$ cat config.mk
export PLATFORM = sky130hd
export DESIGN_NAME = simd_compare
export DESIGN_NICKNAME = d
export VERILOG_FILES = /design/src/verilog/simd_alu_pkg.sv /design/src/verilog/simd_compare.sv
export VERILOG_INCLUDE_DIRS = /design/src /design/src/verilog
export SDC_FILE = /design/constraint.sdc
export NUM_CORES = 1
export LEC_CHECK = 0
export ABC_AREA = 1
export BUFFER_PORTS_ARGS = -buffer_cell sky130_fd_sc_hd__buf_4
export CAP_MARGIN = 5
export CELL_PAD_IN_SITES_DETAIL_PLACEMENT = 1
export CELL_PAD_IN_SITES_GLOBAL_PLACEMENT = 1
export CORE_MARGIN = 2
export CORE_UTILIZATION = 29
export DETAILED_ROUTE_END_ITERATION = 7
export PLACE_DENSITY = 0.95
export SYNTH_ARGS = -nofsm -noshare
export SYNTH_HDL_FRONTEND = slang
export SYNTH_SLANG_ARGS = --single-unit
$ cat constraint.sdc
create_clock -name vclk -period 5.39
set_input_delay 0.8085 -clock vclk [all_inputs]
set_output_delay 0.8085 -clock vclk [all_outputs]
set_load 0.05 [all_outputs]
$ cat src/verilog/simd_alu_params.svh
/*
 * Operand width and lane geometry of the packed-SIMD ALU.
 * Included by the package, the datapath units and the testbench.
 */
`ifndef SIMD_ALU_PARAMS_SVH
`define SIMD_ALU_PARAMS_SVH

`default_nettype none

// Operand and lane sizes
`define SIMD_XLEN      32
`define SIMD_BYTE_W    8
`define SIMD_HALF_W    16
`define SIMD_NUM_BYTES 4

`default_nettype wire

`endif
$ cat src/verilog/simd_alu_pkg.sv
/*
 * Types shared across the SIMD ALU: opcodes, decoded control fields
 * and the operand bundle. Imported by the datapath and the testbench.
 */
`include "simd_alu_params.svh"

`default_nettype none

package simd_alu_pkg;

  // One entry per supported instruction
  typedef enum logic [6:0] {
    ADD8, ADD16, SUB8, SUB16,
    RADD8, RADD16, URADD8, URADD16, KADD8, KADD16, UKADD8, UKADD16,
    RSUB8, RSUB16, URSUB8, URSUB16, KSUB8, KSUB16, UKSUB8, UKSUB16,
    CRAS16, CRSA16, STAS16, STSA16,
    CMPEQ8, CMPEQ16, SCMPLT8, SCMPLT16, SCMPLE8, SCMPLE16,
    UCMPLT8, UCMPLT16, UCMPLE8, UCMPLE16,
    SMIN8, SMIN16, SMAX8, SMAX16, UMIN8, UMIN16, UMAX8, UMAX16,
    SRA8, SRA16, SRL8, SRL16, SLL8, SLL16,
    CLZ8, CLZ16, CLRS8, CLRS16, CLRS32,
    SUNPKD810, SUNPKD820, SUNPKD830, SUNPKD831, SUNPKD832,
    ZUNPKD810, ZUNPKD820, ZUNPKD830, ZUNPKD831, ZUNPKD832,
    PKBB16, PKBT16, PKTB16, PKTT16,
    INSB0, INSB1, INSB2, INSB3
  } simd_op_e;

  typedef enum logic [1:0] {W8, W16, W32} lane_width_e;

  typedef enum logic [1:0] {WRAP, HALVE, SAT} add_mode_e;

  typedef enum logic [2:0] {EQ, LT, LE, MIN, MAX} cmp_mode_e;

  typedef enum logic [1:0] {SHL, SHR_LOG, SHR_ARITH} shift_mode_e;

  typedef enum logic [2:0] {
    RES_ADD, RES_CMP, RES_SHIFT, RES_COUNT, RES_PERM
  } result_sel_e;

  // rd only matters for insert byte
  typedef struct packed {
    logic [`SIMD_XLEN-1:0] a;
    logic [`SIMD_XLEN-1:0] b;
    logic [`SIMD_XLEN-1:0] rd;
  } simd_operands_t;

  typedef struct packed {
    lane_width_e width;
    logic        signed_ops;
    logic        sub_lo;     // lower halfword subtracts
    logic        sub_hi;     // upper halfword subtracts
    logic        crossed;
    add_mode_e   add_mode;
    cmp_mode_e   cmp_mode;
    shift_mode_e shift_mode;
    logic        count_sign;
    result_sel_e result_sel;
  } simd_ctrl_t;

endpackage

`default_nettype wire

$ cat src/verilog/simd_compare.sv
/*
 * Lane comparator. Produces all-ones or zero lanes for eq, lt and le,
 * and selects per lane between A and B for min and max.
 */
`include "simd_alu_params.svh"

`default_nettype none

module simd_compare (
  input  simd_alu_pkg::simd_ctrl_t     ctrl_i,
  input  simd_alu_pkg::simd_operands_t operands_i,
  output logic [`SIMD_XLEN-1:0]        cmp_o
);
  import simd_alu_pkg::*;

  localparam int BW = `SIMD_BYTE_W;
  localparam int NB = `SIMD_NUM_BYTES;

  logic [NB-1:0] eq_b;
  logic [NB-1:0] ult_b;
  logic [NB-1:0] lt_top;    // signedness applies to the top byte only
  logic [NB-1:0] lane_eq;
  logic [NB-1:0] lane_lt;
  logic [NB-1:0] hit;

  // Per-byte relations
  always_comb begin
    for (int k = 0; k < NB; k++) begin
      eq_b[k]   = operands_i.a[BW*k +: BW] == operands_i.b[BW*k +: BW];
      ult_b[k]  = operands_i.a[BW*k +: BW] <  operands_i.b[BW*k +: BW];
      lt_top[k] = ctrl_i.signed_ops ?
                  ($signed(operands_i.a[BW*k +: BW]) < $signed(operands_i.b[BW*k +: BW])) :
                  ult_b[k];
    end
  end

  always_comb begin
    int hi;
    int lo;
    for (int k = 0; k < NB; k++) begin
      // Halfword lanes combine the upper and lower byte
      hi = (ctrl_i.width == W16) ? (k | 1) : k;
      lo = (ctrl_i.width == W16) ? (k & ~1) : k;
      lane_eq[k] = eq_b[hi] & eq_b[lo];
      lane_lt[k] = lt_top[hi] | (eq_b[hi] & ult_b[lo]);

      unique case (ctrl_i.cmp_mode)
        LT, MIN: hit[k] = lane_lt[k];
        LE:      hit[k] = lane_lt[k] | lane_eq[k];
        MAX:     hit[k] = ~(lane_lt[k] | lane_eq[k]);
        default: hit[k] = lane_eq[k];
      endcase

      if (ctrl_i.cmp_mode inside {MIN, MAX}) begin
        cmp_o[BW*k +: BW] = hit[k] ? operands_i.a[BW*k +: BW] : operands_i.b[BW*k +: BW];
      end else begin
        cmp_o[BW*k +: BW] = {BW{hit[k]}};
      end
    end
  end

endmodule

`default_nettype wire

==> summary.txt <==
Status - completed
CP Capture Type - primary output
Worst EP required - 4580 ps
Core box area - 7250 um2
Initial cell density of the core - 29.9%
Warnings, synthesis - 0
Yosys cell types - 32
DRT iter0 DRCs - 21
Dpl hpwl - 6.28 mm
Cts repair resizes - 0
Footprint of the multi-input gates - 1890 um2
Critical Path Source Type - primary input
First-pass GRT wire length - 12.8 mm
I/O Buffers - 102
Commonest non-fill, non-tap cell in the layout - nand2_1
Gr usage total - 17.8%
Crit-path cells - buf_4 > inv_1 > ha_1 > nand2_1 > nor2_1 > nand4_1 > nand2_1 > nand4_1 > nand3_4 > nand2_1 > nand2_1 > inv_1 > buf_4
CP bufs+invs - 4
Area occupied by registers - 0 um2
NumNets Final - 642
CP max stage cell - nand4_1
Syn nets - 545
Worst path arrival time - 2970 ps
Chip Width - 90.5 um
Rows - 31
CP Depth - 13
Hold_ws - 2050 ps
Seq_cells - 0
Finish-stage setup viols - 0
Tot Pwr - 515 uW
Detailed-route DRC error count - 0
Largest stage delay, worst path - 410 ps
WHS Path Cells - 6
Final min period - 3780 ps
Number of fill cells - 1041
Cts hold-fix bufs - 0
Largest net degree at the start of global routing - 54
Diodes inserted - 0
Chip height - 90.5 um
Post-synthesis cell count - 400
Fmax - 265 MHz
Unrepaired setup endpoints after global routing - no
ANT nets after route - 0
Transition time of the tightest slew-check pin - 814 ps
Power per cell area - 171 nW/um2
Post-route design area - 3020 um2
DR vias/cell - 4.78
Simple-Gate Fraction of Synth Area - 59.8%
Synth Cell Area - 2170 um2
Largest delay share family, worst path - simple AND/OR/NAND/NOR gates
Number of global-route vias before repair - 2963
Largest family of logic cells by synthesized area - simple AND/OR/NAND/NOR gates
Worst setup path class - primary input to primary output
Cell Area, Placed - 3020 um2
Via count - 2839
Tcrit/Tclk final - 70.1%
Grt total ovfl - 0
Synth-to-Final Area Change - 39.0%
WL final - 7.52 mm
Final hold vios - 0
Adder-Cell Fraction of Synth Area - 18.4%
Max Slew Vio Count - 0
Leakage - 0.00181 uW
Peak supply drop - 0.0580 mV
Setup bufs post-CTS - 0
Most frequent cell on the critical path - nand2_1
Synth Area in Compound Gates - 8.13%
Syn_area_per_cell - 5.43 um2
Routed WL per cell - 12.7 um
Mux cell area share after synthesis - 0%
Max_cap viols - 0
Commonest non-fill, non-tap cells in the layout - 129 x nand2_1, 102 x buf_4, 60 x inv_1, 55 x nor2_1, 34 x nand4_1
DIE AREA - 8190 um2
Setup_tns - 0 ps
Hold Path Class - primary input to primary output
Routability Congestion - 0.799
Initial antenna violation count - 0
Clock buf count - 0
Worst-path fanout max - 9
Layout cells sized above 1 - 30.7%
Xor/xnor cell area share of the yosys netlist - 0.749%
Router iterations before antenna repair - 4
Register area share after synthesis - 0%
Max_slew headroom - 45.6%
IO Count - 145
[layer usage]
layer	GRT usage, %	part of all wire (%)
met1	20.8	42
met2	37.1	55
met3	0.584	2.7
met4	0.513	0
met5	0	0
[final timing paths]
path	startpoint	end
min	operands_i[88]	cmp_o[24]
max	operands_i[55]	cmp_o[29]
[cells by family after synthesis]
family / count (synthesis)
buffers and inverters: 70
AOI/OAI and AO/OA: 27
xor gates and xnor gates: 1
and+or+nand+nor: 270
adders and majority gates: 32
[synthesized netlist by cell type (4+ instances only)]
library cell | number | share of area [%]
nand2_1 | 129 | 22
inv_1 | 60 | 10
nor2_1 | 55 | 9.5
nand4_1 | 34 | 9.8
ha_1 | 32 | 18
or2_2 | 21 | 6.1
a21oi_1 | 10 | 2.3
nand3_1 | 8 | 1.8
nand2_2 | 7 | 2.0
clkbuf_1 | 5 | 0.86
nand3_4 | 4 | 3.2
[stage by stage]
step	instances	utilization [%]	setup slack, ps
CTS	594	41.6	1570
detailed placement	594	41.6	1580
global placement	594	41.6	1670
global route	594	41.6	1320
floorplan	400	-	2040
finish	594	41.6	1610
[where the power goes]
part	total (uW)	switching (uW)	leakage, uW	internal [uW]
Combinational	515	347	0.00181	169
Sequential	0	0	0	0
Clock	0	0	0	0
Total	515	347	0.00181	169
[final cells by class]
cell class	instances	area share, %
Tap cell	99	4.11
Timing Repair Buffer	102	25.4
Multi-Input combinational cell	330	62.7
Inverter	63	7.84
No activity file was read; power rests on OpenSTA's default activity.
