$ cat src/verilog/simd_alu_params.svh
/*
 * Operand width and lane geometry of the packed-SIMD ALU.
 * Included by the package, the datapath units and the testbench.
 */
`ifndef SIMD_ALU_PARAMS_SVH
`define SIMD_ALU_PARAMS_SVH

`default_nettype none

// Operand and lane sizes
`define SIMD_XLEN      32
`define SIMD_BYTE_W    8
`define SIMD_HALF_W    16
`define SIMD_NUM_BYTES 4

`default_nettype wire

`endif
$ cat src/verilog/simd_alu_pkg.sv
/*
 * Types shared across the SIMD ALU: opcodes, decoded control fields
 * and the operand bundle. Imported by the datapath and the testbench.
 */
`include "simd_alu_params.svh"

`default_nettype none

package simd_alu_pkg;

  // One entry per supported instruction
  typedef enum logic [6:0] {
    ADD8, ADD16, SUB8, SUB16,
    RADD8, RADD16, URADD8, URADD16, KADD8, KADD16, UKADD8, UKADD16,
    RSUB8, RSUB16, URSUB8, URSUB16, KSUB8, KSUB16, UKSUB8, UKSUB16,
    CRAS16, CRSA16, STAS16, STSA16,
    CMPEQ8, CMPEQ16, SCMPLT8, SCMPLT16, SCMPLE8, SCMPLE16,
    UCMPLT8, UCMPLT16, UCMPLE8, UCMPLE16,
    SMIN8, SMIN16, SMAX8, SMAX16, UMIN8, UMIN16, UMAX8, UMAX16,
    SRA8, SRA16, SRL8, SRL16, SLL8, SLL16,
    CLZ8, CLZ16, CLRS8, CLRS16, CLRS32,
    SUNPKD810, SUNPKD820, SUNPKD830, SUNPKD831, SUNPKD832,
    ZUNPKD810, ZUNPKD820, ZUNPKD830, ZUNPKD831, ZUNPKD832,
    PKBB16, PKBT16, PKTB16, PKTT16,
    INSB0, INSB1, INSB2, INSB3
  } simd_op_e;

  typedef enum logic [1:0] {W8, W16, W32} lane_width_e;

  typedef enum logic [1:0] {WRAP, HALVE, SAT} add_mode_e;

  typedef enum logic [2:0] {EQ, LT, LE, MIN, MAX} cmp_mode_e;

  typedef enum logic [1:0] {SHL, SHR_LOG, SHR_ARITH} shift_mode_e;

  typedef enum logic [2:0] {
    RES_ADD, RES_CMP, RES_SHIFT, RES_COUNT, RES_PERM
  } result_sel_e;

  // rd only matters for insert byte
  typedef struct packed {
    logic [`SIMD_XLEN-1:0] a;
    logic [`SIMD_XLEN-1:0] b;
    logic [`SIMD_XLEN-1:0] rd;
  } simd_operands_t;

  typedef struct packed {
    lane_width_e width;
    logic        signed_ops;
    logic        sub_lo;     // lower halfword subtracts
    logic        sub_hi;     // upper halfword subtracts
    logic        crossed;
    add_mode_e   add_mode;
    cmp_mode_e   cmp_mode;
    shift_mode_e shift_mode;
    logic        count_sign;
    result_sel_e result_sel;
  } simd_ctrl_t;

endpackage

`default_nettype wire

$ cat src/verilog/simd_op_decoder.sv
/*
 * Opcode decoder. Maps each instruction onto the control fields
 * consumed by the adder, compare, shift and count units.
 */
`default_nettype none

module simd_op_decoder (
  input  simd_alu_pkg::simd_op_e   op_i,
  output simd_alu_pkg::simd_ctrl_t ctrl_o
);
  import simd_alu_pkg::*;

  logic sub_both;

  // Plain, halving and saturating subtracts use both halves
  assign sub_both = op_i inside {SUB8, SUB16, RSUB8, RSUB16, URSUB8, URSUB16,
                                 KSUB8, KSUB16, UKSUB8, UKSUB16};

  always_comb begin
    // All-zero selects W8, WRAP, EQ, SHL and the adder result
    ctrl_o = '0;

    unique case (op_i)
      ADD16, SUB16, RADD16, URADD16, KADD16, UKADD16, RSUB16, URSUB16,
      KSUB16, UKSUB16, CRAS16, CRSA16, STAS16, STSA16, CMPEQ16, SCMPLT16,
      SCMPLE16, UCMPLT16, UCMPLE16, SMIN16, SMAX16, UMIN16, UMAX16,
      SRA16, SRL16, SLL16, CLZ16, CLRS16: ctrl_o.width = W16;
      CLRS32:                             ctrl_o.width = W32;
      default:                            ctrl_o.width = W8;
    endcase

    ctrl_o.signed_ops = op_i inside {RADD8, RADD16, KADD8, KADD16, RSUB8, RSUB16,
                                     KSUB8, KSUB16, SCMPLT8, SCMPLT16, SCMPLE8,
                                     SCMPLE16, SMIN8, SMIN16, SMAX8, SMAX16};

    // AS forms subtract low, SA forms subtract high
    ctrl_o.sub_lo     = sub_both | (op_i inside {CRAS16, STAS16});
    ctrl_o.sub_hi     = sub_both | (op_i inside {CRSA16, STSA16});
    ctrl_o.crossed    = op_i inside {CRAS16, CRSA16};
    ctrl_o.count_sign = op_i inside {CLRS8, CLRS16, CLRS32};

    unique case (op_i)
      RADD8, RADD16, URADD8, URADD16,
      RSUB8, RSUB16, URSUB8, URSUB16: ctrl_o.add_mode = HALVE;
      KADD8, KADD16, UKADD8, UKADD16,
      KSUB8, KSUB16, UKSUB8, UKSUB16: ctrl_o.add_mode = SAT;
      default:                        ctrl_o.add_mode = WRAP;
    endcase

    unique case (op_i)
      SCMPLT8, SCMPLT16, UCMPLT8, UCMPLT16: ctrl_o.cmp_mode = LT;
      SCMPLE8, SCMPLE16, UCMPLE8, UCMPLE16: ctrl_o.cmp_mode = LE;
      SMIN8, SMIN16, UMIN8, UMIN16:         ctrl_o.cmp_mode = MIN;
      SMAX8, SMAX16, UMAX8, UMAX16:         ctrl_o.cmp_mode = MAX;
      default:                              ctrl_o.cmp_mode = EQ;
    endcase

    unique case (op_i)
      SRA8, SRA16: ctrl_o.shift_mode = SHR_ARITH;
      SRL8, SRL16: ctrl_o.shift_mode = SHR_LOG;
      default:     ctrl_o.shift_mode = SHL;
    endcase

    // Result source
    unique case (op_i)
      CMPEQ8, CMPEQ16, SCMPLT8, SCMPLT16, SCMPLE8, SCMPLE16,
      UCMPLT8, UCMPLT16, UCMPLE8, UCMPLE16,
      SMIN8, SMIN16, SMAX8, SMAX16, UMIN8, UMIN16, UMAX8, UMAX16:
        ctrl_o.result_sel = RES_CMP;
      SRA8, SRA16, SRL8, SRL16, SLL8, SLL16:
        ctrl_o.result_sel = RES_SHIFT;
      CLZ8, CLZ16, CLRS8, CLRS16, CLRS32:
        ctrl_o.result_sel = RES_COUNT;
      SUNPKD810, SUNPKD820, SUNPKD830, SUNPKD831, SUNPKD832,
      ZUNPKD810, ZUNPKD820, ZUNPKD830, ZUNPKD831, ZUNPKD832,
      PKBB16, PKBT16, PKTB16, PKTT16, INSB0, INSB1, INSB2, INSB3:
        ctrl_o.result_sel = RES_PERM;
      default:
        ctrl_o.result_sel = RES_ADD;
    endcase
  end

endmodule

`default_nettype wire

$ cat config.mk
export PLATFORM = sky130hd
export DESIGN_NAME = simd_op_decoder
export DESIGN_NICKNAME = d
export VERILOG_FILES = /design/src/verilog/simd_alu_pkg.sv /design/src/verilog/simd_op_decoder.sv
export VERILOG_INCLUDE_DIRS = /design/src /design/src/verilog
export SDC_FILE = /design/constraint.sdc
export NUM_CORES = 1
export LEC_CHECK = 0
export BUFFER_PORTS_ARGS = -buffer_cell sky130_fd_sc_hd__buf_2
export CORE_AREA = 10 10 47 49
export DETAILED_ROUTE_END_ITERATION = 8
export DIE_AREA = 0 0 57 59
export GPL_TIMING_DRIVEN = 0
export PLACE_DENSITY = 0.68
export SLEW_MARGIN = 20
export SYNTH_ARGS = -nofsm -noshare
export SYNTH_HDL_FRONTEND = slang
export SYNTH_SLANG_ARGS = --single-unit
$ cat constraint.sdc
create_clock -name vclk -period 0.8
set_input_delay 0.08 -clock vclk [all_inputs]
set_output_delay 0.08 -clock vclk [all_outputs]
set_load 0.05 [all_outputs]
==> run metrics <==
outcome=finished with violations; failing checks=negative setup slack; Hold WC Path Type=input pin to primary output; pin count of the biggest net entering global routing=11; Nets=between 100 and 150; # clk buffers=0; Filler Cells Inserted=47; ANT cells=0; most frequent cells in the layout=buf_6, buf_4, nor2_4, buf_12, buf_8; sequential cells=0; slew margin rel.=81.4%; # DRC=0; synthesized cell area=393 µm²; unrepaired setup endpoints after global routing=true; Synth area leaders=nor2_1, nor3_1, a21oi_1; commonest non-fill, non-tap cell in the layout=buf_6; P_leak=0.522 nW; Die Y-Extent=59 µm; total grt overflow=0; Hold Slack=slightly below 0.5 ns; via count=a little under 700; Place WS=-0.440 ns; Tmin final=roughly 1.1 ns; core area=between 1000 and 1500 µm²; WS Path Type=input pin to primary output; Initial Util=about 28%; part of the cycle the worst path needs=135%; min setup slack post-route=-0.283 ns; area leader, netlist=nor2_1; Synth top area share=approximately 7.6%; first-pass GRT wire length=around 3600 µm; DRT iter0 DRCs=4; worst-path fanout max=8; Synthesized Nets=70; gpl congestion=approximately 0.75; Worst setup startpoint=op_i[5]; Finished Layout Cells=124; post-synthesis instance total=63; wire per inst=around 19 µm; Max Transition Viols Final=0; Die Area=about 3400 µm²; IO Count=24; First-pass DRT Iterations=4; final-report hold violation count=0; crit path launch type=input pin; Post-Route WL=around 2300 µm; Storage cell area=0 µm²; VDD IR-drop max=around 440 µV; vias per cell=~5.5; antenna violations before repair=0; hpwl dp=roughly 1200 µm; Distinct cells, synth=32; antenna-violating nets left=0; yosys warns=0; sequential cell area fraction in the yosys report=0%; vias in the first global route=roughly 740; die width=roughly 57 µm; Worst EP required=~0.7 ns; total track usage=between 10% and 20%; Max Cap Viol=0; crit path DAT=1.00 ns; worst slew pin tran=0.278 ns; Setup-failing EPs final=17; CP Capture Type=primary output; port bufs=24; PwrDens=between 600 and 700 nW/µm²; fmax=around 920 MHz; Setup TNS=-3.53 ns; share of cells above drive strength 1=85.2%; Area growth syn-to-layout=227%; HP Start=op_i[0]; cell count after placement=about 100; Std-Cell Rows=14; Syn Area/Cell=6.24 µm²
cell usage after synthesis (all sizes together):
| master | n |
|---|---|
| o32ai | 1 |
| nor2 | 10 |
| nand3 | 3 |
| nor4b | 1 |
| and2 | 1 |
| o21ai | 4 |
| nand2 | 5 |
| nor3b | 1 |
| nor2b | 2 |
| o31ai | 1 |
| nor4 | 2 |
| buf | 4 |
| inv | 2 |
| nand2b | 4 |
| or2 | 2 |
| o21a | 2 |
| a2bb2oi | 1 |
| a21oi | 4 |
| mux2i | 2 |
| xnor2 | 2 |
| o2bb2ai | 1 |
| nor3 | 5 |
| a21o | 2 |
| o22ai | 1 |
power breakdown:
| part | internal [mW] | switching [mW] |
|---|---|---|
| sequential | 0 | 0 |
| clock | 0 | 0 |
| combinational | 0.365 | 0.411 |
critical path, cell delays in order:
cell and delay, ns:
buf_12 0.12, nor2b_4 0.15, and2_4 0.19, nor2_4 0.06, nor3b_4 0.20, buf_6 0.19
logic make-up (layout without fill, tap and decap cells):
logic type	Yosys count	count (layout)	share of synthesized area, %
mux	2	2	5.10
simple gates	36	36	52.6
xor+xnor	2	2	4.46
buf+inv	6	51	9.87
compound gates	17	17	28.0
per-stage QoR:
step / power (mW) / utilization, % / area [µm²]
after global routing: 0.810 / 91.8 / 1290
final: 0.776 / 91.8 / 1290
after global placement: 0.518 / 58.8 / 825
after floorplan: 0.411 / - / 684
after detailed placement: 0.522 / 58.8 / 825
after CTS: 0.731 / 88.4 / 1240
what timing repair did:
item,4_1_cts,5_1_grt
pin swaps,24,9
setup buffers,17,3
hold buffers,0,0
endpoints found under the setup margin,17,17
resized for setup,75,8
cloned,1,0
routing by layer:
layer  wire [µm]  track usage [%]
met5           0                0
met4          28             1.34
met3         103             1.50
met2        1280             23.4
met1         889             15.0
layout make-up:
type	count	area [µm²]	share of cell area [%]
Multi-Input combinational cell	57	661	51.4
Timing Repair Buffer	45	520	40.5
Buffer	4	70.1	5.45
Tap cell	16	20.0	1.56
Inverter	2	15.0	1.17
worst paths after layout:
kind              slack (ns)    endpoint  depth (start not counted)
setup / recovery       -0.28   ctrl_o[6]                          6
hold / removal          0.49  ctrl_o[16]                          3
Power figures use the tool's default switching activity.
