**config.mk**
```make
export PLATFORM = sky130hd
export DESIGN_NAME = simd_shifter
export DESIGN_NICKNAME = d
export VERILOG_FILES = /design/src/verilog/simd_alu_pkg.sv /design/src/verilog/simd_shifter.sv
export VERILOG_INCLUDE_DIRS = /design/src /design/src/verilog
export SDC_FILE = /design/constraint.sdc
export NUM_CORES = 1
export LEC_CHECK = 0
export BUFFER_PORTS_ARGS = -buffer_cell sky130_fd_sc_hd__buf_2
export CAP_MARGIN = 15
export CELL_PAD_IN_SITES_DETAIL_PLACEMENT = 0
export CELL_PAD_IN_SITES_GLOBAL_PLACEMENT = 1
export CORE_MARGIN = 4
export CORE_UTILIZATION = 41
export DETAILED_ROUTE_END_ITERATION = 7
export MAX_ROUTING_LAYER = met4
export PLACE_DENSITY = 0.9
export SLEW_MARGIN = 20
export SYNTH_ARGS = -nofsm -noshare
export SYNTH_HDL_FRONTEND = slang
export SYNTH_SLANG_ARGS = --single-unit
```
**constraint.sdc**
```tcl
create_clock -name vclk -period 5.05
set_input_delay 0 -clock vclk [all_inputs]
set_output_delay 0 -clock vclk [all_outputs]
set_load 0.02 [all_outputs]
```
**src/verilog/simd_alu_params.svh**
```systemverilog
/*
 * Operand width and lane geometry of the packed-SIMD ALU.
 * Included by the package, the datapath units and the testbench.
 */
`ifndef SIMD_ALU_PARAMS_SVH
`define SIMD_ALU_PARAMS_SVH

`default_nettype none

// Operand and lane sizes
`define SIMD_XLEN      32
`define SIMD_BYTE_W    8
`define SIMD_HALF_W    16
`define SIMD_NUM_BYTES 4

`default_nettype wire

`endif
```
**src/verilog/simd_alu_pkg.sv**
```systemverilog
/*
 * Types shared across the SIMD ALU: opcodes, decoded control fields
 * and the operand bundle. Imported by the datapath and the testbench.
 */
`include "simd_alu_params.svh"

`default_nettype none

package simd_alu_pkg;

  // One entry per supported instruction
  typedef enum logic [6:0] {
    ADD8, ADD16, SUB8, SUB16,
    RADD8, RADD16, URADD8, URADD16, KADD8, KADD16, UKADD8, UKADD16,
    RSUB8, RSUB16, URSUB8, URSUB16, KSUB8, KSUB16, UKSUB8, UKSUB16,
    CRAS16, CRSA16, STAS16, STSA16,
    CMPEQ8, CMPEQ16, SCMPLT8, SCMPLT16, SCMPLE8, SCMPLE16,
    UCMPLT8, UCMPLT16, UCMPLE8, UCMPLE16,
    SMIN8, SMIN16, SMAX8, SMAX16, UMIN8, UMIN16, UMAX8, UMAX16,
    SRA8, SRA16, SRL8, SRL16, SLL8, SLL16,
    CLZ8, CLZ16, CLRS8, CLRS16, CLRS32,
    SUNPKD810, SUNPKD820, SUNPKD830, SUNPKD831, SUNPKD832,
    ZUNPKD810, ZUNPKD820, ZUNPKD830, ZUNPKD831, ZUNPKD832,
    PKBB16, PKBT16, PKTB16, PKTT16,
    INSB0, INSB1, INSB2, INSB3
  } simd_op_e;

  typedef enum logic [1:0] {W8, W16, W32} lane_width_e;

  typedef enum logic [1:0] {WRAP, HALVE, SAT} add_mode_e;

  typedef enum logic [2:0] {EQ, LT, LE, MIN, MAX} cmp_mode_e;

  typedef enum logic [1:0] {SHL, SHR_LOG, SHR_ARITH} shift_mode_e;

  typedef enum logic [2:0] {
    RES_ADD, RES_CMP, RES_SHIFT, RES_COUNT, RES_PERM
  } result_sel_e;

  // rd only matters for insert byte
  typedef struct packed {
    logic [`SIMD_XLEN-1:0] a;
    logic [`SIMD_XLEN-1:0] b;
    logic [`SIMD_XLEN-1:0] rd;
  } simd_operands_t;

  typedef struct packed {
    lane_width_e width;
    logic        signed_ops;
    logic        sub_lo;     // lower halfword subtracts
    logic        sub_hi;     // upper halfword subtracts
    logic        crossed;
    add_mode_e   add_mode;
    cmp_mode_e   cmp_mode;
    shift_mode_e shift_mode;
    logic        count_sign;
    result_sel_e result_sel;
  } simd_ctrl_t;

endpackage

`default_nettype wire

```
**src/verilog/simd_shifter.sv**
```systemverilog
/*
 * Lane shifter for SLL, SRL and SRA in byte or halfword lanes.
 * Left shifts reuse the right shifter on bit-reversed data.
 */
`include "simd_alu_params.svh"

`default_nettype none

module simd_shifter (
  input  simd_alu_pkg::simd_ctrl_t     ctrl_i,
  input  simd_alu_pkg::simd_operands_t operands_i,
  output logic [`SIMD_XLEN-1:0]        shift_o
);
  import simd_alu_pkg::*;

  localparam int XLEN = `SIMD_XLEN;
  localparam int BW   = `SIMD_BYTE_W;
  localparam int HW   = `SIMD_HALF_W;

  logic            half_lanes;
  logic            shl;
  logic [3:0]      amt;
  logic [XLEN-1:0] src;
  logic [XLEN-1:0] shr;

  function automatic logic [XLEN-1:0] bit_rev(input logic [XLEN-1:0] x);
    logic [XLEN-1:0] r;
    for (int i = 0; i < XLEN; i++) begin
      r[i] = x[XLEN-1-i];
    end
    return r;
  endfunction

  assign half_lanes = (ctrl_i.width == W16);
  assign shl        = (ctrl_i.shift_mode == SHL);
  assign amt        = half_lanes ? operands_i.b[3:0] : {1'b0, operands_i.b[2:0]};

  // Word reversal keeps lane boundaries in place
  assign src = shl ? bit_rev(operands_i.a) : operands_i.a;

  always_comb begin
    int lw;
    int off;
    for (int i = 0; i < XLEN; i++) begin
      lw  = half_lanes ? HW : BW;
      off = half_lanes ? (i % HW) : (i % BW);
      if (off + amt < lw) begin
        shr[i] = src[i + amt];
      end else begin
        // sign of the lane for SRA, zero otherwise
        shr[i] = (ctrl_i.shift_mode == SHR_ARITH) & src[i - off + lw - 1];
      end
    end
  end

  assign shift_o = shl ? bit_rev(shr) : shr;

endmodule

`default_nettype wire

```
==> results by group <==
Run status
  • Status: finished, final reports clean

Die
  • Die H: approximately 120 um
  • Die ar.: 13900 um2
  • CORE AREA: 11600 um2
  • Row cnt: 39
  • Die W: 118 um
  • Num ports: 145
  • Starting Density: 0.427

Routing
  • Routed length per instance: about 23 um
  • Drt total wl: 16500 um
  • DRC viols: 0
  • TritonRoute pass-1 iters: 5
  • DR iter-0 viols: 512
  • Antenna viol nets, final: 0
  • Vias per cell: ~7.1
  • Via count: 5188

Power
  • Internal power: 360 uW
  • Worst vdd ir: 76.4 uV
  • Sw frac: 0.571
  • Switching pwr: 480 uW
  • Seq pwr share: 0
  • Pwr/cell area: 156 nW/um2
  • Leak: 0.00225 uW
  • Clock group share of total power: 0
  • Overall Power: around 840 uW
  • Combinational power share: 1.000

Clock network
  • Resized cells post-CTS: 0
  • Hold buffers post-CTS: 0
  • Post-CTS setup buffers: 0

Worst setup path
  • WS Path Type: primary input to output port
  • Critical Path AT: 3.52 ns
  • Worst path slowest cell: inv_1
  • Cell Chain, Critical Path: buf_2 -> inv_1 -> buf_4 -> ha_1 -> buf_4 -> inv_1 -> mux4_2 -> mux4_2 -> and3_1 -> o41ai_2 -> a21oi_1 -> o22a_1 -> buf_2
  • Worst Setup End Kind: output port
  • Max FO, Critical Path: 23
  • Crit path required time: 5.05 ns
  • Crit path launch type: primary input
  • Max incr delay on CP: 0.52 ns

Yosys
  • Synth unique cells: 51
  • Gate Count Post-Synth: 551
  • Syn Std Cell Area: 4960 um2
  • Synth warnings: 0
  • Syn nets: between 600 and 700
  • Syn_area_per_cell: 9.01 um2
  • Seq/Total Area, Yosys: 0

Timing
  • Tmin final: 3.52 ns
  • Setup TNS: 0 ns
  • Crit share post-route: 0.696
  • Slew @ Worst Pin: 1.01 ns
  • Max Transition Viols Final: 0
  • Final Setup Violations: 0
  • F_max: 284 MHz
  • Unrepaired setup endpoints after global routing: false
  • Final hold vios: 0
  • PnR worst setup slack: 1.53 ns
  • Relative slew margins: 0.322

Placed design
  • Pre-CTS setup slack: 1.58 ns
  • DP Wirelength: 12600 um
  • # port buffers: 72
  • Placement Cell Area: 5390 um2
  • Routability cong.: between 0.9 and 1

Global routing
  • Initial antenna violation count: 0
  • Vias in the first global route: 4923
  • First-pass GRT wire length: about 27000 um
  • Largest net degree at the start of global routing: 37
  • Grt ovf: 0
  • Global Route Usage Sum: 0.236

Final layout
  • Fillers: about 1200
  • Design area: 5400 um2
  • Sequential cell area: 0 um2
  • Seq Cell Count: 0
  • Layout area overhead: 8.74%
  • Clock buffer count: 0
  • Layout cell share with drive strength beyond 1: 0.321
  • Final core utilization: 0.465
  • Number of diodes: 0
  • Final nets: a little over 700

Job
  • Max cap viols: 0

Worst hold path
  • Hold path cells: 4
  • Hold WC Path Type: primary input to output port
power by group through the flow:
stage / logic (uW) / clock network (uW) / registers [uW]
2_1_floorplan: 603 / 0 / 0
3_3_place_gp: 807 / 0 / 0
3_5_place_dp: 824 / 0 / 0
4_1_cts: 827 / 0 / 0
5_1_grt: 902 / 0 / 0
6_report: 840 / 0 / 0
cells by family (layout without fill, tap and decap cells):
group / Yosys count / after routing / synth area share
buffers and inverters: 75 / 113 / 0.0653
and+or+nand+nor: 145 / 145 / 0.131
muxes: 144 / 144 / 0.521
adders and majority gates: 23 / 23 / 0.0580
AOI/OAI and AO/OA: 151 / 151 / 0.202
xor gates and xnor gates: 13 / 13 / 0.0229
per-stage QoR:
stage	instances	hold slack (ns)
after floorplan	551	0.328
after global placement	731	0.576
after detailed placement	731	0.589
after CTS	731	0.590
after global routing	732	0.626
final	732	0.585
Yosys cell counts, types with 2 or more instances:
| cell | instances | area, um2 |
|---|---|---|
| a2bb2oi_1 | 5 | 43.8 |
| o21a_1 | 4 | 30.0 |
| buf_4 | 6 | 45.0 |
| a211oi_1 | 7 | 52.6 |
| nor2b_1 | 4 | 25.0 |
| nor2_1 | 37 | 139 |
| o311ai_0 | 2 | 17.5 |
| o22a_1 | 12 | 105 |
| and3_1 | 5 | 31.3 |
| ha_1 | 23 | 288 |
| buf_6 | 2 | 22.5 |
| o221ai_1 | 3 | 26.3 |
| a21oi_1 | 40 | 200 |
| buf_1 | 7 | 26.3 |
| mux4_2 | 91 | 2050 |
| a31oi_1 | 6 | 37.5 |
| a32oi_1 | 2 | 17.5 |
| a22oi_1 | 10 | 75.1 |
| buf_2 | 4 | 20.0 |
| mux2_2 | 6 | 67.6 |
| a21o_1 | 8 | 60.1 |
| nor3_1 | 4 | 20.0 |
| a221oi_1 | 3 | 26.3 |
| clkbuf_1 | 30 | 113 |
| a21boi_0 | 2 | 15.0 |
| xor2_1 | 2 | 17.5 |
| o22ai_1 | 13 | 81.3 |
| o21ai_0 | 21 | 105 |
| nand2_1 | 60 | 225 |
| xnor2_1 | 11 | 96.3 |
| mux2i_1 | 47 | 470 |
| inv_1 | 25 | 93.8 |
| o31ai_1 | 4 | 30.0 |
| nand3_1 | 14 | 70.1 |
| and2_1 | 2 | 12.5 |
| nand2b_1 | 10 | 62.6 |
| or3_1 | 3 | 18.8 |
| o211ai_1 | 3 | 22.5 |
final cells by class:
class	count	area (um2)	area share
inverter	26	97.6	0.0181
timing repair buffer	87	477	0.0883
multi-input combinational	476	4650	0.860
tap	143	179	0.0331
layer usage:
layer | up-vias | wire length (um) | track usage
li1 | 2274 | - | -
met1 | 2527 | 6460 | 0.329
met2 | 345 | 7870 | 0.384
met3 | 42 | 1610 | 0.0106
met4 | 0 | 576 | 0.0579
met5 | - | 0 | -
layout by cell type (no fill, tap or decap), types with 7 or more instances in the layout:
cell,synthesis,final
a211oi_1,7,7
a21o_1,8,8
a21oi_1,40,40
a22oi_1,10,10
buf_2,4,72
buf_4,6,14
ha_1,23,23
inv_1,25,25
mux2i_1,47,47
mux4_2,91,91
nand2_1,60,60
nand2b_1,10,10
nand3_1,14,14
nor2_1,37,37
o21ai_0,21,21
o22a_1,12,12
o22ai_1,13,13
xnor2_1,11,11
final timing paths:
kind,start,to,slack (ns)
worst max-delay path,operands_i[33],shift_o[1],1.53
worst min-delay path,ctrl_i[4],shift_o[28],0.58
worst max-delay path, delay by kind of cell:
family          cells  cell delay, ns
compound gates      3            0.67
simple gates        1            0.21
mux                 2            0.95
fa+ha+maj           1            0.30
buf+inv             6            1.35
No activity file was read; power rests on OpenSTA's default activity.
