$ cat src/verilog/simd_alu_params.svh
/*
 * Operand width and lane geometry of the packed-SIMD ALU.
 * Included by the package, the datapath units and the testbench.
 */
`ifndef SIMD_ALU_PARAMS_SVH
`define SIMD_ALU_PARAMS_SVH

`default_nettype none

// Operand and lane sizes
`define SIMD_XLEN      32
`define SIMD_BYTE_W    8
`define SIMD_HALF_W    16
`define SIMD_NUM_BYTES 4

`default_nettype wire

`endif
$ cat src/verilog/simd_alu_pkg.sv
/*
 * Types shared across the SIMD ALU: opcodes, decoded control fields
 * and the operand bundle. Imported by the datapath and the testbench.
 */
`include "simd_alu_params.svh"

`default_nettype none

package simd_alu_pkg;

  // One entry per supported instruction
  typedef enum logic [6:0] {
    ADD8, ADD16, SUB8, SUB16,
    RADD8, RADD16, URADD8, URADD16, KADD8, KADD16, UKADD8, UKADD16,
    RSUB8, RSUB16, URSUB8, URSUB16, KSUB8, KSUB16, UKSUB8, UKSUB16,
    CRAS16, CRSA16, STAS16, STSA16,
    CMPEQ8, CMPEQ16, SCMPLT8, SCMPLT16, SCMPLE8, SCMPLE16,
    UCMPLT8, UCMPLT16, UCMPLE8, UCMPLE16,
    SMIN8, SMIN16, SMAX8, SMAX16, UMIN8, UMIN16, UMAX8, UMAX16,
    SRA8, SRA16, SRL8, SRL16, SLL8, SLL16,
    CLZ8, CLZ16, CLRS8, CLRS16, CLRS32,
    SUNPKD810, SUNPKD820, SUNPKD830, SUNPKD831, SUNPKD832,
    ZUNPKD810, ZUNPKD820, ZUNPKD830, ZUNPKD831, ZUNPKD832,
    PKBB16, PKBT16, PKTB16, PKTT16,
    INSB0, INSB1, INSB2, INSB3
  } simd_op_e;

  typedef enum logic [1:0] {W8, W16, W32} lane_width_e;

  typedef enum logic [1:0] {WRAP, HALVE, SAT} add_mode_e;

  typedef enum logic [2:0] {EQ, LT, LE, MIN, MAX} cmp_mode_e;

  typedef enum logic [1:0] {SHL, SHR_LOG, SHR_ARITH} shift_mode_e;

  typedef enum logic [2:0] {
    RES_ADD, RES_CMP, RES_SHIFT, RES_COUNT, RES_PERM
  } result_sel_e;

  // rd only matters for insert byte
  typedef struct packed {
    logic [`SIMD_XLEN-1:0] a;
    logic [`SIMD_XLEN-1:0] b;
    logic [`SIMD_XLEN-1:0] rd;
  } simd_operands_t;

  typedef struct packed {
    lane_width_e width;
    logic        signed_ops;
    logic        sub_lo;     // lower halfword subtracts
    logic        sub_hi;     // upper halfword subtracts
    logic        crossed;
    add_mode_e   add_mode;
    cmp_mode_e   cmp_mode;
    shift_mode_e shift_mode;
    logic        count_sign;
    result_sel_e result_sel;
  } simd_ctrl_t;

endpackage

`default_nettype wire

$ cat src/verilog/simd_adder.sv
/*
 * Lane adder built from four byte adders. Covers wrap, halving and
 * saturating add/sub in byte and halfword lanes plus the cross pairs.
 */
`include "simd_alu_params.svh"

`default_nettype none

module simd_adder (
  input  simd_alu_pkg::simd_ctrl_t     ctrl_i,
  input  simd_alu_pkg::simd_operands_t operands_i,
  output logic [`SIMD_XLEN-1:0]        sum_o,
  output logic [`SIMD_NUM_BYTES-1:0]   ov_o
);
  import simd_alu_pkg::*;

  localparam int XLEN = `SIMD_XLEN;
  localparam int BW   = `SIMD_BYTE_W;
  localparam int HW   = `SIMD_HALF_W;
  localparam int NB   = `SIMD_NUM_BYTES;

  logic                half_lanes;
  logic                sgn;
  logic [XLEN-1:0]     b_sw;
  logic [NB-1:0]       sub_b;      // subtract flag of each byte
  logic [NB-1:0][BW:0] sum;        // byte adders with carry out
  logic [NB-1:0]       top;        // bit w of the exact lane result
  logic                carry;
  logic [NB-1:0]       is_top;
  logic [NB-1:0]       lane_ov;
  logic [NB-1:0]       lane_max;   // clamp towards the upper limit
  logic [NB-1:0][BW-1:0] halve_b;
  logic [NB-1:0][BW-1:0] sat_b;

  assign half_lanes = (ctrl_i.width == W16);
  assign sgn        = ctrl_i.signed_ops;

  // Crossed forms pair each half of A with the other half of B
  assign b_sw = ctrl_i.crossed ? {operands_i.b[HW-1:0], operands_i.b[XLEN-1:HW]}
                               : operands_i.b;

  //////////////////////////////////////////////////////////////////////
  // Byte adders
  //////////////////////////////////////////////////////////////////////

  always_comb begin
    carry = 1'b0;
    for (int k = 0; k < NB; k++) begin
      sub_b[k] = (k < NB / 2) ? ctrl_i.sub_lo : ctrl_i.sub_hi;
      // Carry only ripples into the upper byte of a halfword
      sum[k] = {1'b0, operands_i.a[BW*k +: BW]}
             + {1'b0, b_sw[BW*k +: BW] ^ {BW{sub_b[k]}}}
             + {{BW{1'b0}}, (half_lanes && (k % 2 == 1)) ? carry : sub_b[k]};
      carry = sum[k][BW];
      // Extension bits of both operands plus carry out
      top[k] = (sgn & operands_i.a[BW*k+BW-1])
             ^ ((sgn & b_sw[BW*k+BW-1]) ^ sub_b[k])
             ^ sum[k][BW];
    end
  end

  //////////////////////////////////////////////////////////////////////
  // Result forms
  //////////////////////////////////////////////////////////////////////

  always_comb begin
    int t;
    for (int k = 0; k < NB; k++) begin
      // Byte that carries this lane's most significant bits
      t = (half_lanes && (k % 2 == 0)) ? k + 1 : k;
      is_top[k]   = (t == k);
      lane_ov[k]  = sgn ? (top[t] ^ sum[t][BW-1]) : top[t];
      lane_max[k] = sgn ? ~top[t] : ~sub_b[t];

      // exact >> 1, the low byte takes bit 0 of its upper neighbour
      halve_b[k] = {is_top[k] ? top[k] : sum[t][0], sum[k][BW-1:1]};

      // 7f..ff / 80..00 signed, ff / 00 unsigned
      if (lane_ov[k]) begin
        sat_b[k] = {is_top[k] ? (lane_max[k] ^ sgn) : lane_max[k], {(BW-1){lane_max[k]}}};
      end else begin
        sat_b[k] = sum[k][BW-1:0];
      end

      unique case (ctrl_i.add_mode)
        HALVE:   sum_o[BW*k +: BW] = halve_b[k];
        SAT:     sum_o[BW*k +: BW] = sat_b[k];
        default: sum_o[BW*k +: BW] = sum[k][BW-1:0];
      endcase
      ov_o[k] = (ctrl_i.add_mode == SAT) && lane_ov[k];
    end
  end

endmodule

`default_nettype wire

$ cat config.mk
export PLATFORM = sky130hd
export DESIGN_NAME = simd_adder
export DESIGN_NICKNAME = d
export VERILOG_FILES = /design/src/verilog/simd_alu_pkg.sv /design/src/verilog/simd_adder.sv
export VERILOG_INCLUDE_DIRS = /design/src /design/src/verilog
export SDC_FILE = /design/constraint.sdc
export NUM_CORES = 1
export LEC_CHECK = 0
export BUFFER_PORTS_ARGS = -buffer_cell sky130_fd_sc_hd__buf_2
export CELL_PAD_IN_SITES_DETAIL_PLACEMENT = 0
export CELL_PAD_IN_SITES_GLOBAL_PLACEMENT = 1
export CORE_MARGIN = 2
export CORE_UTILIZATION = 34
export DETAILED_ROUTE_END_ITERATION = 10
export PLACE_DENSITY_LB_ADDON = 0.1
export SLEW_MARGIN = 20
export SYNTH_ARGS = -nofsm -noshare
export SYNTH_HDL_FRONTEND = slang
export SYNTH_SLANG_ARGS = --single-unit
export TNS_END_PERCENT = 100
$ cat constraint.sdc
create_clock -name vclk -period 7.5
set_input_delay 0.75 -clock vclk [all_inputs]
set_output_delay 0.75 -clock vclk [all_outputs]
set_load 0.05 [all_outputs]
==> flow_metrics.tcl <==
set metrics [dict create \
    drc 0 \
    cp.arrival_ns 6.40 \
    layout_min_cycle_time_ns 7.15 \
    cpMaxStageDelayCell "fa_1" \
    slowest_delay_ns 0.45 \
    overflow 0 \
    dp_hpwl_mm 7.78 \
    crit_buf_inv 2 \
    start_util_pct 34.4 \
    via_count 3368 \
    io_pins 149 \
    drtPass1Iterations 4 \
    post-cts-setup-buffer-count 0 \
    drtIter0Drc 106 \
    slew_viol_final 0 \
    core_sq_mm 0.00911 \
    min_from "operands_i[64]" \
    fillers 1005 \
    synth_top_family_by_area "compound AO/OA/AOI/OAI gates" \
    power.density_mw_per_mm2 211 \
    worstPathMaxFanout 8 \
    crit_family "compound AO/OA/AOI/OAI gates" \
    worstSetupPathType "in2out" \
    place.gp.congestion 0.803 \
    die_w_microns 100 \
    postCtsHoldBufs 0 \
    synthCells 427 \
    wl_mm 9.10 \
    rsz0062_at_grt "false" \
    layout_commonest_cell "buf_2" \
    critPathCaptureType "output pin" \
    io_buffers 108 \
    ys_warn_count 0 \
    area_delta_synth_final_pct 20.7 \
    dieArea_sq_mm 0.0100 \
    holdPathEnd "sum_o[0]" \
    outcome "complete, no violations" \
    track_usage_pct 17.3 \
    slew_headroom_pct 46.5 \
    antenna_found_initial 0 \
    ys_types 58 \
    setup.worst_path.start_class "input pin" \
    cts_resized 0 \
    period_share_pct 95.4 \
    die_h_microns 100 \
    synth_area_sq_mm 0.00314 \
    cap_violations 0 \
    regArea_sq_um 0 \
    drive_gt1_share_pct 24.7 \
    clock_buffers 0 \
    post_synth.cell_area_avg_sq_um 7.34 \
    crit_chain "buf_2 -> mux2i_2 -> mux2_2 -> fa_1 -> a211oi_1 -> o21bai_1 -> o41a_1 -> nand2_1 -> nand2_1 -> fa_1 -> fa_1 -> a211oi_1 -> o21bai_1 -> a31oi_2 -> xnor3_2 -> or3_1 -> a32o_2 -> a211o_1 -> o221ai_1 -> buf_2" \
    synth_compound_area_share_pct 31.0 \
    worst_ep_required_time_ns 6.75 \
    ant_nets 0 \
    diodes 0 \
    synth-simple-area-share_pct 16.2 \
    synth_xor_area_share_pct 19.1 \
    finalHoldViolCount 0 \
    post-route-util_pct 41.5 \
    syn_nets 576 \
    setup_viol 0 \
    tightestPinTransition_ns 0.800 \
    design.seq.count 0 \
    wire_per_inst_microns 14.4 \
    instances_no_fill 634 \
    leakage_nw 1.77 \
    synthAdderAreaFrac_pct 15.8 \
    cpMostUsedCell "fa_1" \
    cp.depth 20 \
    grt_pass1_vias 3047 \
    num_rows 35 \
    place_inst 634 \
    synth.area.mux_share_pct 13.2 \
    finalSetupTns_ns 0 \
    hp-class "in2out" \
    max_freq_mhz 140 \
    num-nets-final 674 \
    grt_pass1_wl_mm 14.6 \
    seq_area_frac_synth_pct 0 \
    layout_common_cells "buf_2 (108), xnor2_1 (54), a21oi_1 (40), nand2_1 (37), mux2i_1 (36)" \
    grt_max_degree 24 \
    hold_depth 4 \
    viasPerCell 5.31 \
    peakVddDrop_v 0.000120 \
]
==> per-stage QoR <==
stage | hold slack [ns] | worst slack, ns | area (sq um) | total power [mW]
after global placement | 2.08 | 0.213 | 3770 | 0.794
final | 2.07 | 0.348 | 3780 | 0.797
after floorplan | 2.01 | 0.213 | 3140 | 0.631
after CTS | 2.09 | 0.184 | 3770 | 0.800
after detailed placement | 2.08 | 0.180 | 3770 | 0.797
after global routing | 2.10 | 0.0137 | 3780 | 0.868
==> final cells by class <==
class                           count  area, sq um  share of cell area, %
Multi-Input combinational cell    393         3000                   79.3
Timing Repair Buffer              114          586                   15.5
Tap cell                          111          139                   3.67
Inverter                           16         60.1                   1.59
==> power breakdown <==
| part | internal [mW] | leakage, nW | switching, mW |
|---|---|---|---|
| logic | 0.268 | 1.77 | 0.530 |
| clock network | 0 | 0 | 0 |
| registers | 0 | 0 | 0 |
| total | 0.268 | 1.77 | 0.530 |
==> routing by layer <==
metal  vias to the layer above  share of wire, %  GRT usage [%]
li1                       1764                 -              -
met3                         0               3.6          0.627
met4                         0                 0              0
met2                        67                47           30.1
met1                      1537                50           25.5
met5                         -                 0              0
==> synthesized netlist by cell type, types with 3 or more instances <==
cell | instances | area, sq um
fa_1 | 6 | 120
mux2i_1 | 37 | 370
o21a_1 | 6 | 45.0
nand2b_1 | 8 | 50.1
clkbuf_1 | 6 | 22.5
nand3_1 | 5 | 25.0
a21oi_1 | 40 | 200
inv_1 | 16 | 60.1
a31oi_1 | 3 | 18.8
xnor2_1 | 54 | 473
and3_1 | 3 | 18.8
a2bb2oi_1 | 4 | 35.0
o221ai_1 | 6 | 52.6
nor3_1 | 4 | 20.0
mux2_2 | 4 | 45.0
a211oi_1 | 6 | 45.0
a21o_1 | 9 | 67.6
or3_1 | 3 | 18.8
a211o_1 | 4 | 35.0
o21bai_1 | 6 | 45.0
buf_4 | 4 | 30.0
nand2_1 | 37 | 139
nor2b_1 | 5 | 31.3
a221o_1 | 7 | 70.1
buf_1 | 5 | 18.8
xor2_1 | 9 | 78.8
nor2_1 | 30 | 113
and2_1 | 3 | 18.8
ha_1 | 30 | 375
o21ai_0 | 34 | 170
==> kinds of logic after synthesis <==
kind of cell,count (synthesis)
compound gates,144
xor+xnor,65
fa+ha+maj,36
buf+inv,34
mux,41
simple gates,107
==> worst max-delay path by stage <==
| stage | startpoint | end | slack [ns] |
|---|---|---|---|
| 3_5_place_dp | ctrl_i[11] | sum_o[22] | 0.18 |
| 5_1_grt | ctrl_i[11] | sum_o[21] | 0.01 |
| 6_report | ctrl_i[11] | sum_o[3] | 0.35 |
| 2_1_floorplan | ctrl_i[11] | sum_o[0] | 0.21 |
| 3_3_place_gp | ctrl_i[11] | sum_o[22] | 0.21 |
| 4_1_cts | ctrl_i[11] | sum_o[22] | 0.18 |
==> tightest hold or removal path, delay by kind of cell <==
kind            cells  cell delay (ns)
xor+xnor            1             0.14
compound gates      1             0.10
buf+inv             2             0.33
(Power assumes the default switching activity.)
