--- config.mk ---
export PLATFORM = sky130hd
export DESIGN_NAME = simd_permute
export DESIGN_NICKNAME = d
export VERILOG_FILES = /design/src/verilog/simd_alu_pkg.sv /design/src/verilog/simd_permute.sv
export VERILOG_INCLUDE_DIRS = /design/src /design/src/verilog
export SDC_FILE = /design/constraint.sdc
export NUM_CORES = 1
export LEC_CHECK = 0
export BUFFER_PORTS_ARGS = -buffer_cell sky130_fd_sc_hd__buf_2
export CELL_PAD_IN_SITES_DETAIL_PLACEMENT = 0
export CELL_PAD_IN_SITES_GLOBAL_PLACEMENT = 2
export CORE_UTILIZATION = 23
export DETAILED_ROUTE_END_ITERATION = 10
export PLACE_DENSITY = 0.91
export SLEW_MARGIN = 20
export SYNTH_ARGS = -nofsm -noshare
export SYNTH_HDL_FRONTEND = slang
export SYNTH_SLANG_ARGS = --single-unit
--- constraint.sdc ---
create_clock -name vclk -period 3.9
set_input_delay 0.195 -clock vclk [all_inputs]
set_output_delay 0.195 -clock vclk [all_outputs]
set_load 0.01 [all_outputs]
--- src/verilog/simd_alu_params.svh ---
/*
 * Operand width and lane geometry of the packed-SIMD ALU.
 * Included by the package, the datapath units and the testbench.
 */
`ifndef SIMD_ALU_PARAMS_SVH
`define SIMD_ALU_PARAMS_SVH

`default_nettype none

// Operand and lane sizes
`define SIMD_XLEN      32
`define SIMD_BYTE_W    8
`define SIMD_HALF_W    16
`define SIMD_NUM_BYTES 4

`default_nettype wire

`endif
--- src/verilog/simd_alu_pkg.sv ---
/*
 * Types shared across the SIMD ALU: opcodes, decoded control fields
 * and the operand bundle. Imported by the datapath and the testbench.
 */
`include "simd_alu_params.svh"

`default_nettype none

package simd_alu_pkg;

  // One entry per supported instruction
  typedef enum logic [6:0] {
    ADD8, ADD16, SUB8, SUB16,
    RADD8, RADD16, URADD8, URADD16, KADD8, KADD16, UKADD8, UKADD16,
    RSUB8, RSUB16, URSUB8, URSUB16, KSUB8, KSUB16, UKSUB8, UKSUB16,
    CRAS16, CRSA16, STAS16, STSA16,
    CMPEQ8, CMPEQ16, SCMPLT8, SCMPLT16, SCMPLE8, SCMPLE16,
    UCMPLT8, UCMPLT16, UCMPLE8, UCMPLE16,
    SMIN8, SMIN16, SMAX8, SMAX16, UMIN8, UMIN16, UMAX8, UMAX16,
    SRA8, SRA16, SRL8, SRL16, SLL8, SLL16,
    CLZ8, CLZ16, CLRS8, CLRS16, CLRS32,
    SUNPKD810, SUNPKD820, SUNPKD830, SUNPKD831, SUNPKD832,
    ZUNPKD810, ZUNPKD820, ZUNPKD830, ZUNPKD831, ZUNPKD832,
    PKBB16, PKBT16, PKTB16, PKTT16,
    INSB0, INSB1, INSB2, INSB3
  } simd_op_e;

  typedef enum logic [1:0] {W8, W16, W32} lane_width_e;

  typedef enum logic [1:0] {WRAP, HALVE, SAT} add_mode_e;

  typedef enum logic [2:0] {EQ, LT, LE, MIN, MAX} cmp_mode_e;

  typedef enum logic [1:0] {SHL, SHR_LOG, SHR_ARITH} shift_mode_e;

  typedef enum logic [2:0] {
    RES_ADD, RES_CMP, RES_SHIFT, RES_COUNT, RES_PERM
  } result_sel_e;

  // rd only matters for insert byte
  typedef struct packed {
    logic [`SIMD_XLEN-1:0] a;
    logic [`SIMD_XLEN-1:0] b;
    logic [`SIMD_XLEN-1:0] rd;
  } simd_operands_t;

  typedef struct packed {
    lane_width_e width;
    logic        signed_ops;
    logic        sub_lo;     // lower halfword subtracts
    logic        sub_hi;     // upper halfword subtracts
    logic        crossed;
    add_mode_e   add_mode;
    cmp_mode_e   cmp_mode;
    shift_mode_e shift_mode;
    logic        count_sign;
    result_sel_e result_sel;
  } simd_ctrl_t;

endpackage

`default_nettype wire

--- src/verilog/simd_permute.sv ---
/*
 * Data movement unit: signed and zero byte unpacks, halfword packs
 * of A and B, and insertion of A's low byte into rd.
 */
`include "simd_alu_params.svh"

`default_nettype none

module simd_permute (
  input  simd_alu_pkg::simd_op_e       op_i,
  input  simd_alu_pkg::simd_operands_t operands_i,
  output logic [`SIMD_XLEN-1:0]        perm_o
);
  import simd_alu_pkg::*;

  localparam int XLEN = `SIMD_XLEN;
  localparam int BW   = `SIMD_BYTE_W;
  localparam int HW   = `SIMD_HALF_W;

  logic [3:0]      unpk_sel;    // {upper byte index, lower byte index}
  logic            unpk_sext;
  logic [BW-1:0]   hi_byte;
  logic [BW-1:0]   lo_byte;
  logic [XLEN-1:0] unpk_word;

  // Byte pair named by the opcode digits
  always_comb begin
    unique case (op_i)
      SUNPKD820, ZUNPKD820: unpk_sel = {2'd2, 2'd0};
      SUNPKD830, ZUNPKD830: unpk_sel = {2'd3, 2'd0};
      SUNPKD831, ZUNPKD831: unpk_sel = {2'd3, 2'd1};
      SUNPKD832, ZUNPKD832: unpk_sel = {2'd3, 2'd2};
      default:              unpk_sel = {2'd1, 2'd0};
    endcase
  end

  assign unpk_sext = op_i inside {SUNPKD810, SUNPKD820, SUNPKD830, SUNPKD831, SUNPKD832};
  assign hi_byte   = operands_i.a[BW*unpk_sel[3:2] +: BW];
  assign lo_byte   = operands_i.a[BW*unpk_sel[1:0] +: BW];
  assign unpk_word = {{BW{unpk_sext & hi_byte[BW-1]}}, hi_byte,
                      {BW{unpk_sext & lo_byte[BW-1]}}, lo_byte};

  always_comb begin
    unique case (op_i)
      // Packs, A supplies the upper halfword
      PKBB16: perm_o = {operands_i.a[HW-1:0],    operands_i.b[HW-1:0]};
      PKBT16: perm_o = {operands_i.a[HW-1:0],    operands_i.b[XLEN-1:HW]};
      PKTB16: perm_o = {operands_i.a[XLEN-1:HW], operands_i.b[HW-1:0]};
      PKTT16: perm_o = {operands_i.a[XLEN-1:HW], operands_i.b[XLEN-1:HW]};
      // Insert byte keeps the rest of rd
      INSB0: perm_o = {operands_i.rd[XLEN-1:BW], operands_i.a[BW-1:0]};
      INSB1: perm_o = {operands_i.rd[XLEN-1:2*BW], operands_i.a[BW-1:0],
                       operands_i.rd[BW-1:0]};
      INSB2: perm_o = {operands_i.rd[XLEN-1:3*BW], operands_i.a[BW-1:0],
                       operands_i.rd[2*BW-1:0]};
      INSB3: perm_o = {operands_i.a[BW-1:0], operands_i.rd[3*BW-1:0]};
      default: perm_o = unpk_word;
    endcase
  end

endmodule

`default_nettype wire

==> results of run 1 <==
-- stage by stage --
stage          total power, W  hold WS, ns
2_1_floorplan       0.0001413       0.5279
5_1_grt             0.0002829       0.6818
6_report            0.0002583       0.6744
3_3_place_gp        0.0002541       0.6751
4_1_cts             0.0002570       0.6781
3_5_place_dp        0.0002564       0.6755
-- how the worst min path moves through the flow --
stage / from / to / cells after the start
6_report: operands_i[43] / perm_o[11] / 3
5_1_grt: operands_i[44] / perm_o[12] / 3
4_1_cts: operands_i[43] / perm_o[11] / 3
3_5_place_dp: operands_i[43] / perm_o[11] / 3
3_3_place_gp: operands_i[44] / perm_o[12] / 3
2_1_floorplan: operands_i[42] / perm_o[10] / 1
-- Yosys cell counts, types with 2 or more instances --
library cell | number | share of area [%]
o21ai_1 | 2 | 0.51
buf_1 | 3 | 0.57
a32oi_1 | 7 | 3.1
nand2b_1 | 5 | 1.6
a211oi_1 | 4 | 1.5
a211o_1 | 8 | 3.5
clkbuf_1 | 5 | 0.95
nor2_1 | 5 | 0.95
and3b_1 | 2 | 0.89
a21oi_1 | 6 | 1.5
buf_6 | 4 | 2.3
a22oi_1 | 4 | 1.5
inv_1 | 20 | 3.8
nand2_1 | 29 | 5.5
a222oi_1 | 16 | 8.1
o21ai_0 | 34 | 8.6
buf_4 | 2 | 0.76
mux2_2 | 4 | 2.3
nor2b_1 | 6 | 1.9
a221oi_1 | 10 | 4.4
buf_2 | 12 | 3.0
o221ai_1 | 5 | 2.2
mux2i_1 | 22 | 11
nand3b_1 | 3 | 1.1
nor3_1 | 6 | 1.5
nand4b_1 | 2 | 0.89
a22o_1 | 24 | 11
nor2_2 | 2 | 0.63
o22a_1 | 6 | 2.7
-- kinds of logic (layout without fill, tap and decap cells) --
kind of cell / count (synthesis) / after routing / share of synthesized area, %
XOR/XNOR: 1 / 1 / 0.4426
buffers and inverters: 46 / 158 / 11.38
multiplexers: 28 / 28 / 15.30
AO/OA/AOI/OAI: 137 / 137 / 53.29
AND/OR/NAND/NOR: 69 / 69 / 19.60
-- power by group --
group	internal, W	switching, W
Sequential	0	0
Combinational	0.000114	0.000144
Clock	0	0
-- critical path, cell delays in order --
cell	delay, ns
buf_2	0.63
nand3b_1	0.49
o22a_1	0.34
a21oi_1	0.20
nor3_2	0.14
a211o_1	0.31
buf_2	0.14
-- layer usage --
metal	wire length [um]	vias up	global-route usage, %
met5	0	-	0
met3	1019	12	3.704
met4	183	0	4.419
li1	-	1361	-
met1	3777	1303	26.07
met2	4153	181	32.25
-- final cells by class --
| type | count | area share, % |
|---|---|---|
| multi-input combinational | 235 | 65.98 |
| timing repair buffer | 138 | 26.26 |
| inverter | 20 | 2.824 |
| tap | 105 | 4.941 |
==> impl_metrics.env, run 1 <==
export IMPL_coreArea_sq_um=8258
export IMPL_design_area_sq_um=2659
export IMPL_fin_crit_sh_pct=67.96
export IMPL_io_pin_count=135
export IMPL_max_freq_mhz=377.3
export IMPL_synth_nets=384
export IMPL_drive_gt1_share_pct=39.19
export IMPL_dr_pass1_iters=5
export IMPL_irDropWorstVdd_mv=0.02719
export IMPL_num_rows=33
export IMPL_multi_input_area_sq_um=1754
export IMPL_n_fill_cell=935
export IMPL_slew_headroom_pct=39.63
export IMPL_rsz0062_at_grt="no"
export IMPL_dieArea_sq_um=8981
export IMPL_outcome="completed"
export IMPL_drt_wl_total_um=9133
export IMPL_fin_util_pct=32.20
export IMPL_layout_commonest_cell="buf_2"
export IMPL_dp_cells=498
export IMPL_io_buffer_count=135
export IMPL_finalHoldViolCount=0
export IMPL_place_ws_ns=1.264
export IMPL_setup_violations=0
export IMPL_yosysWarnings=0
export IMPL_mostFrequentLayoutCells="buf_2 (135), o21ai_0 (34), nand2_1 (29)"
export IMPL_place_area_sq_um=2659
export IMPL_die_width_um=94.77
export IMPL_synth_area_per_cell_sq_um=7.044
export IMPL_grt_pass1_wl_um=13880
export IMPL_final_cell_count_no_fill=498
export IMPL_layout_setup_ws_ns=1.250
export IMPL_postCtsHoldBufs=0
export IMPL_worstMarginPinSlew_ns=0.9056
export IMPL_hpwl_um=7065
export IMPL_cp_end_kind="output pin"
export IMPL_layout_nets=498
export IMPL_clock_buffers=0
export IMPL_grtUsageTotal_pct=19.54
export IMPL_crit_fanout=43
export IMPL_vias=2857
export IMPL_syn_area_sq_um=1979
export IMPL_maxCapViolations=0
export IMPL_antenna_cells=0
export IMPL_ant_nets=0
export IMPL_endpoint="perm_o[8]"
export IMPL_path_class="in -> out"
export IMPL_p_per_area_nw_per_um2=97.16
export IMPL_worstPathArrival_ns=2.46
export IMPL_critPathLaunchType="primary input"
export IMPL_crit_required_ns=3.70
export IMPL_seq_area_sq_um=0
export IMPL_finalSetupTns_ns=0
export IMPL_syn_instance_count=281
export IMPL_postCtsSetupRepairBufs=0
export IMPL_grt_max_degree=44
export IMPL_hold_class="in -> out"
export IMPL_drt_iter0_drc=317
export IMPL_synthDistinctLibCells=52
export IMPL_wl_per_cell_um=18.34
export IMPL_ys_seq_area_share_pct=0
export IMPL_period_needed_ns=2.650
export IMPL_area_growth_pct=34.32
export IMPL_dieHeight_um=94.77
export IMPL_ctsResizeCount=0
export IMPL_drc=0
export IMPL_first_global_vias=2650
export IMPL_vias_per_cell=5.737
export IMPL_antenna_found_initial=0
export IMPL_crit_path_start="op_i[1]"
export IMPL_start_util_pct=23.97
export IMPL_finalMaxSlewViolations=0
export IMPL_gr_total_overflow=0
export IMPL_numSequentialCells=0
export IMPL_p_leak_nw=1.328
export IMPL_place_congestion=0.8227
Note: power is estimated with default switching activity, not from simulation.
==> run 2: changes to the inputs <==
- CORE_UTILIZATION: 23 -> 21
- PLACE_DENSITY: 0.91 -> 0.84
- clock period: 3.9 -> 2.5 ns (I/O delays scaled with it)
==> run 2 against run 1 <==
Effect of this change:
- first-iteration DRC count down 11%
- sequential share of layout area unchanged
- clock-buffer cell count unchanged
- final cell count up 3.2%
- wire length up 5.5%
- die area up 9.3%
- global-route usage down 0.37 points
- critical path depth unchanged
- combinational power up 61%
- worst hold slack worse by 0.14 ns
- core utilization down 2.4 points
==> impl_metrics.env, run 2 (synthesis gave the netlist of run 1 again) <==
export IMPL_max_freq_mhz=460.2
export IMPL_period_needed_ns=2.173
export IMPL_start_util_pct=21.52
export IMPL_p_leak_nw=1.378
export IMPL_path_class="in -> out"
export IMPL_antenna_cells=0
export IMPL_top_layer_used="met4"
export IMPL_place_area_sq_um=2741
export IMPL_die_width_um=99.09
export IMPL_clock_buffers=0
export IMPL_multi_input_area_sq_um=1754
export IMPL_n_fill_cell=1049
export IMPL_design_area_sq_um=2741
export IMPL_dp_cells=514
export IMPL_finalMaxSlewViolations=0
export IMPL_irDropWorstVdd_mv=0.03575
export IMPL_cpLargestDelayFamily="compound AO/OA/AOI/OAI gates"
export IMPL_met2_length_um=4485
export IMPL_worst_path_max_delay_cell="a21oi_1"
export IMPL_dieArea_sq_um=9818
export IMPL_drc=0
export IMPL_numSequentialCells=0
export IMPL_io_buffer_count=135
export IMPL_vias_per_cell=5.642
export IMPL_hold_class="in -> out"
export IMPL_rsz0062_at_grt="no"
export IMPL_layout_commonest_cell="buf_2"
export IMPL_num_rows=35
export IMPL_postCtsHoldBufs=0
export IMPL_grtUsageTotal_pct=19.16
export IMPL_finalHoldViolCount=0
export IMPL_crit_fanout=25
export IMPL_route_met3_wl_um=947
export IMPL_crit_required_ns=2.38
export IMPL_fin_crit_sh_pct=86.92
export IMPL_drt_wl_total_um=9634
export IMPL_finalHoldWorstSlack_ns=0.5360
export IMPL_cp_common_cell="buf_2"
export IMPL_place_congestion=0.8113
export IMPL_slew_headroom_pct=44.02
export IMPL_area_growth_pct=38.50
export IMPL_first_global_vias=2901
export IMPL_ant_nets=0
export IMPL_wl_met1_um=4115
export IMPL_io_pin_count=135
export IMPL_path_cells="buf_2, buf_4, nand2b_1, a21oi_1, a222oi_1, o21ai_0, buf_2"
export IMPL_outcome="completed"
export IMPL_seq_area_sq_um=0
export IMPL_worstMarginPinSlew_ns=0.8397
export IMPL_worstPathArrival_ns=2.05
export IMPL_grt_max_degree=30
export IMPL_layout_nets=508
export IMPL_vias=2900
export IMPL_wl_per_cell_um=18.74
export IMPL_finalSetupTns_ns=0
export IMPL_dr_pass1_iters=5
export IMPL_postCtsSetupRepairBufs=0
export IMPL_mostFrequentLayoutCells="buf_2 (135), o21ai_0 (34), nand2_1 (29)"
export IMPL_grt_pass1_wl_um=15160
export IMPL_p_per_area_nw_per_um2=151.8
export IMPL_setup_violations=0
export IMPL_drive_gt1_share_pct=40.69
export IMPL_coreArea_sq_um=9196
export IMPL_drt_iter0_drc=281
export IMPL_dieHeight_um=99.09
export IMPL_max_stage_delay_ns=0.67
export IMPL_antenna_found_initial=0
export IMPL_crit_buf_inv=3
export IMPL_maxCapViolations=0
export IMPL_hpwl_um=7729
export IMPL_cp_end_kind="output pin"
export IMPL_gr_total_overflow=0
export IMPL_ctsResizeCount=0
export IMPL_final_cell_count_no_fill=514
export IMPL_critPathLaunchType="primary input"
run 2: worst paths after layout:
path	cells past startpoint	to	startpoint	slack (ns)
setup / recovery	7	perm_o[29]	op_i[0]	0.33
hold / removal	3	perm_o[11]	operands_i[43]	0.54
run 2: report_power, final:
part	switching, W	internal [W]	leakage, nW
clock	0	0	0
combinational	0.000229	0.000187	1.38
sequential	0	0	0
total	0.000229	0.000187	1.38
run 2: cell type report:
cell class / count / share of cell area, %
multi-input combinational: 235 / 63.99
timing repair buffer: 148 / 28.21
tap: 111 / 5.066
inverter: 20 / 2.738
run 2: tightest hold or removal path, delay by kind of cell:
family                 cells  cell delay [ns]
buffers and inverters      2             0.19
AO/OA/AOI/OAI              1             0.10
run 2: per-stage QoR:
stage                     worst slack [ns]  util, %   power, W
after floorplan                     0.8451        -  0.0002204
after global placement              0.3493    29.81  0.0004112
after detailed placement            0.3250    29.81  0.0004137
after CTS                           0.3190    29.81  0.0004153
after global routing                0.1356    29.81  0.0004572
final                               0.3270    29.81  0.0004163
run 2: metal layers:
metal / global-route usage [%] / up-vias
li1: - / 1381
met1: 25.51 / 1350
met2: 33.67 / 163
met3: 2.553 / 6
met4: 2.489 / 0
met5: 0 / -
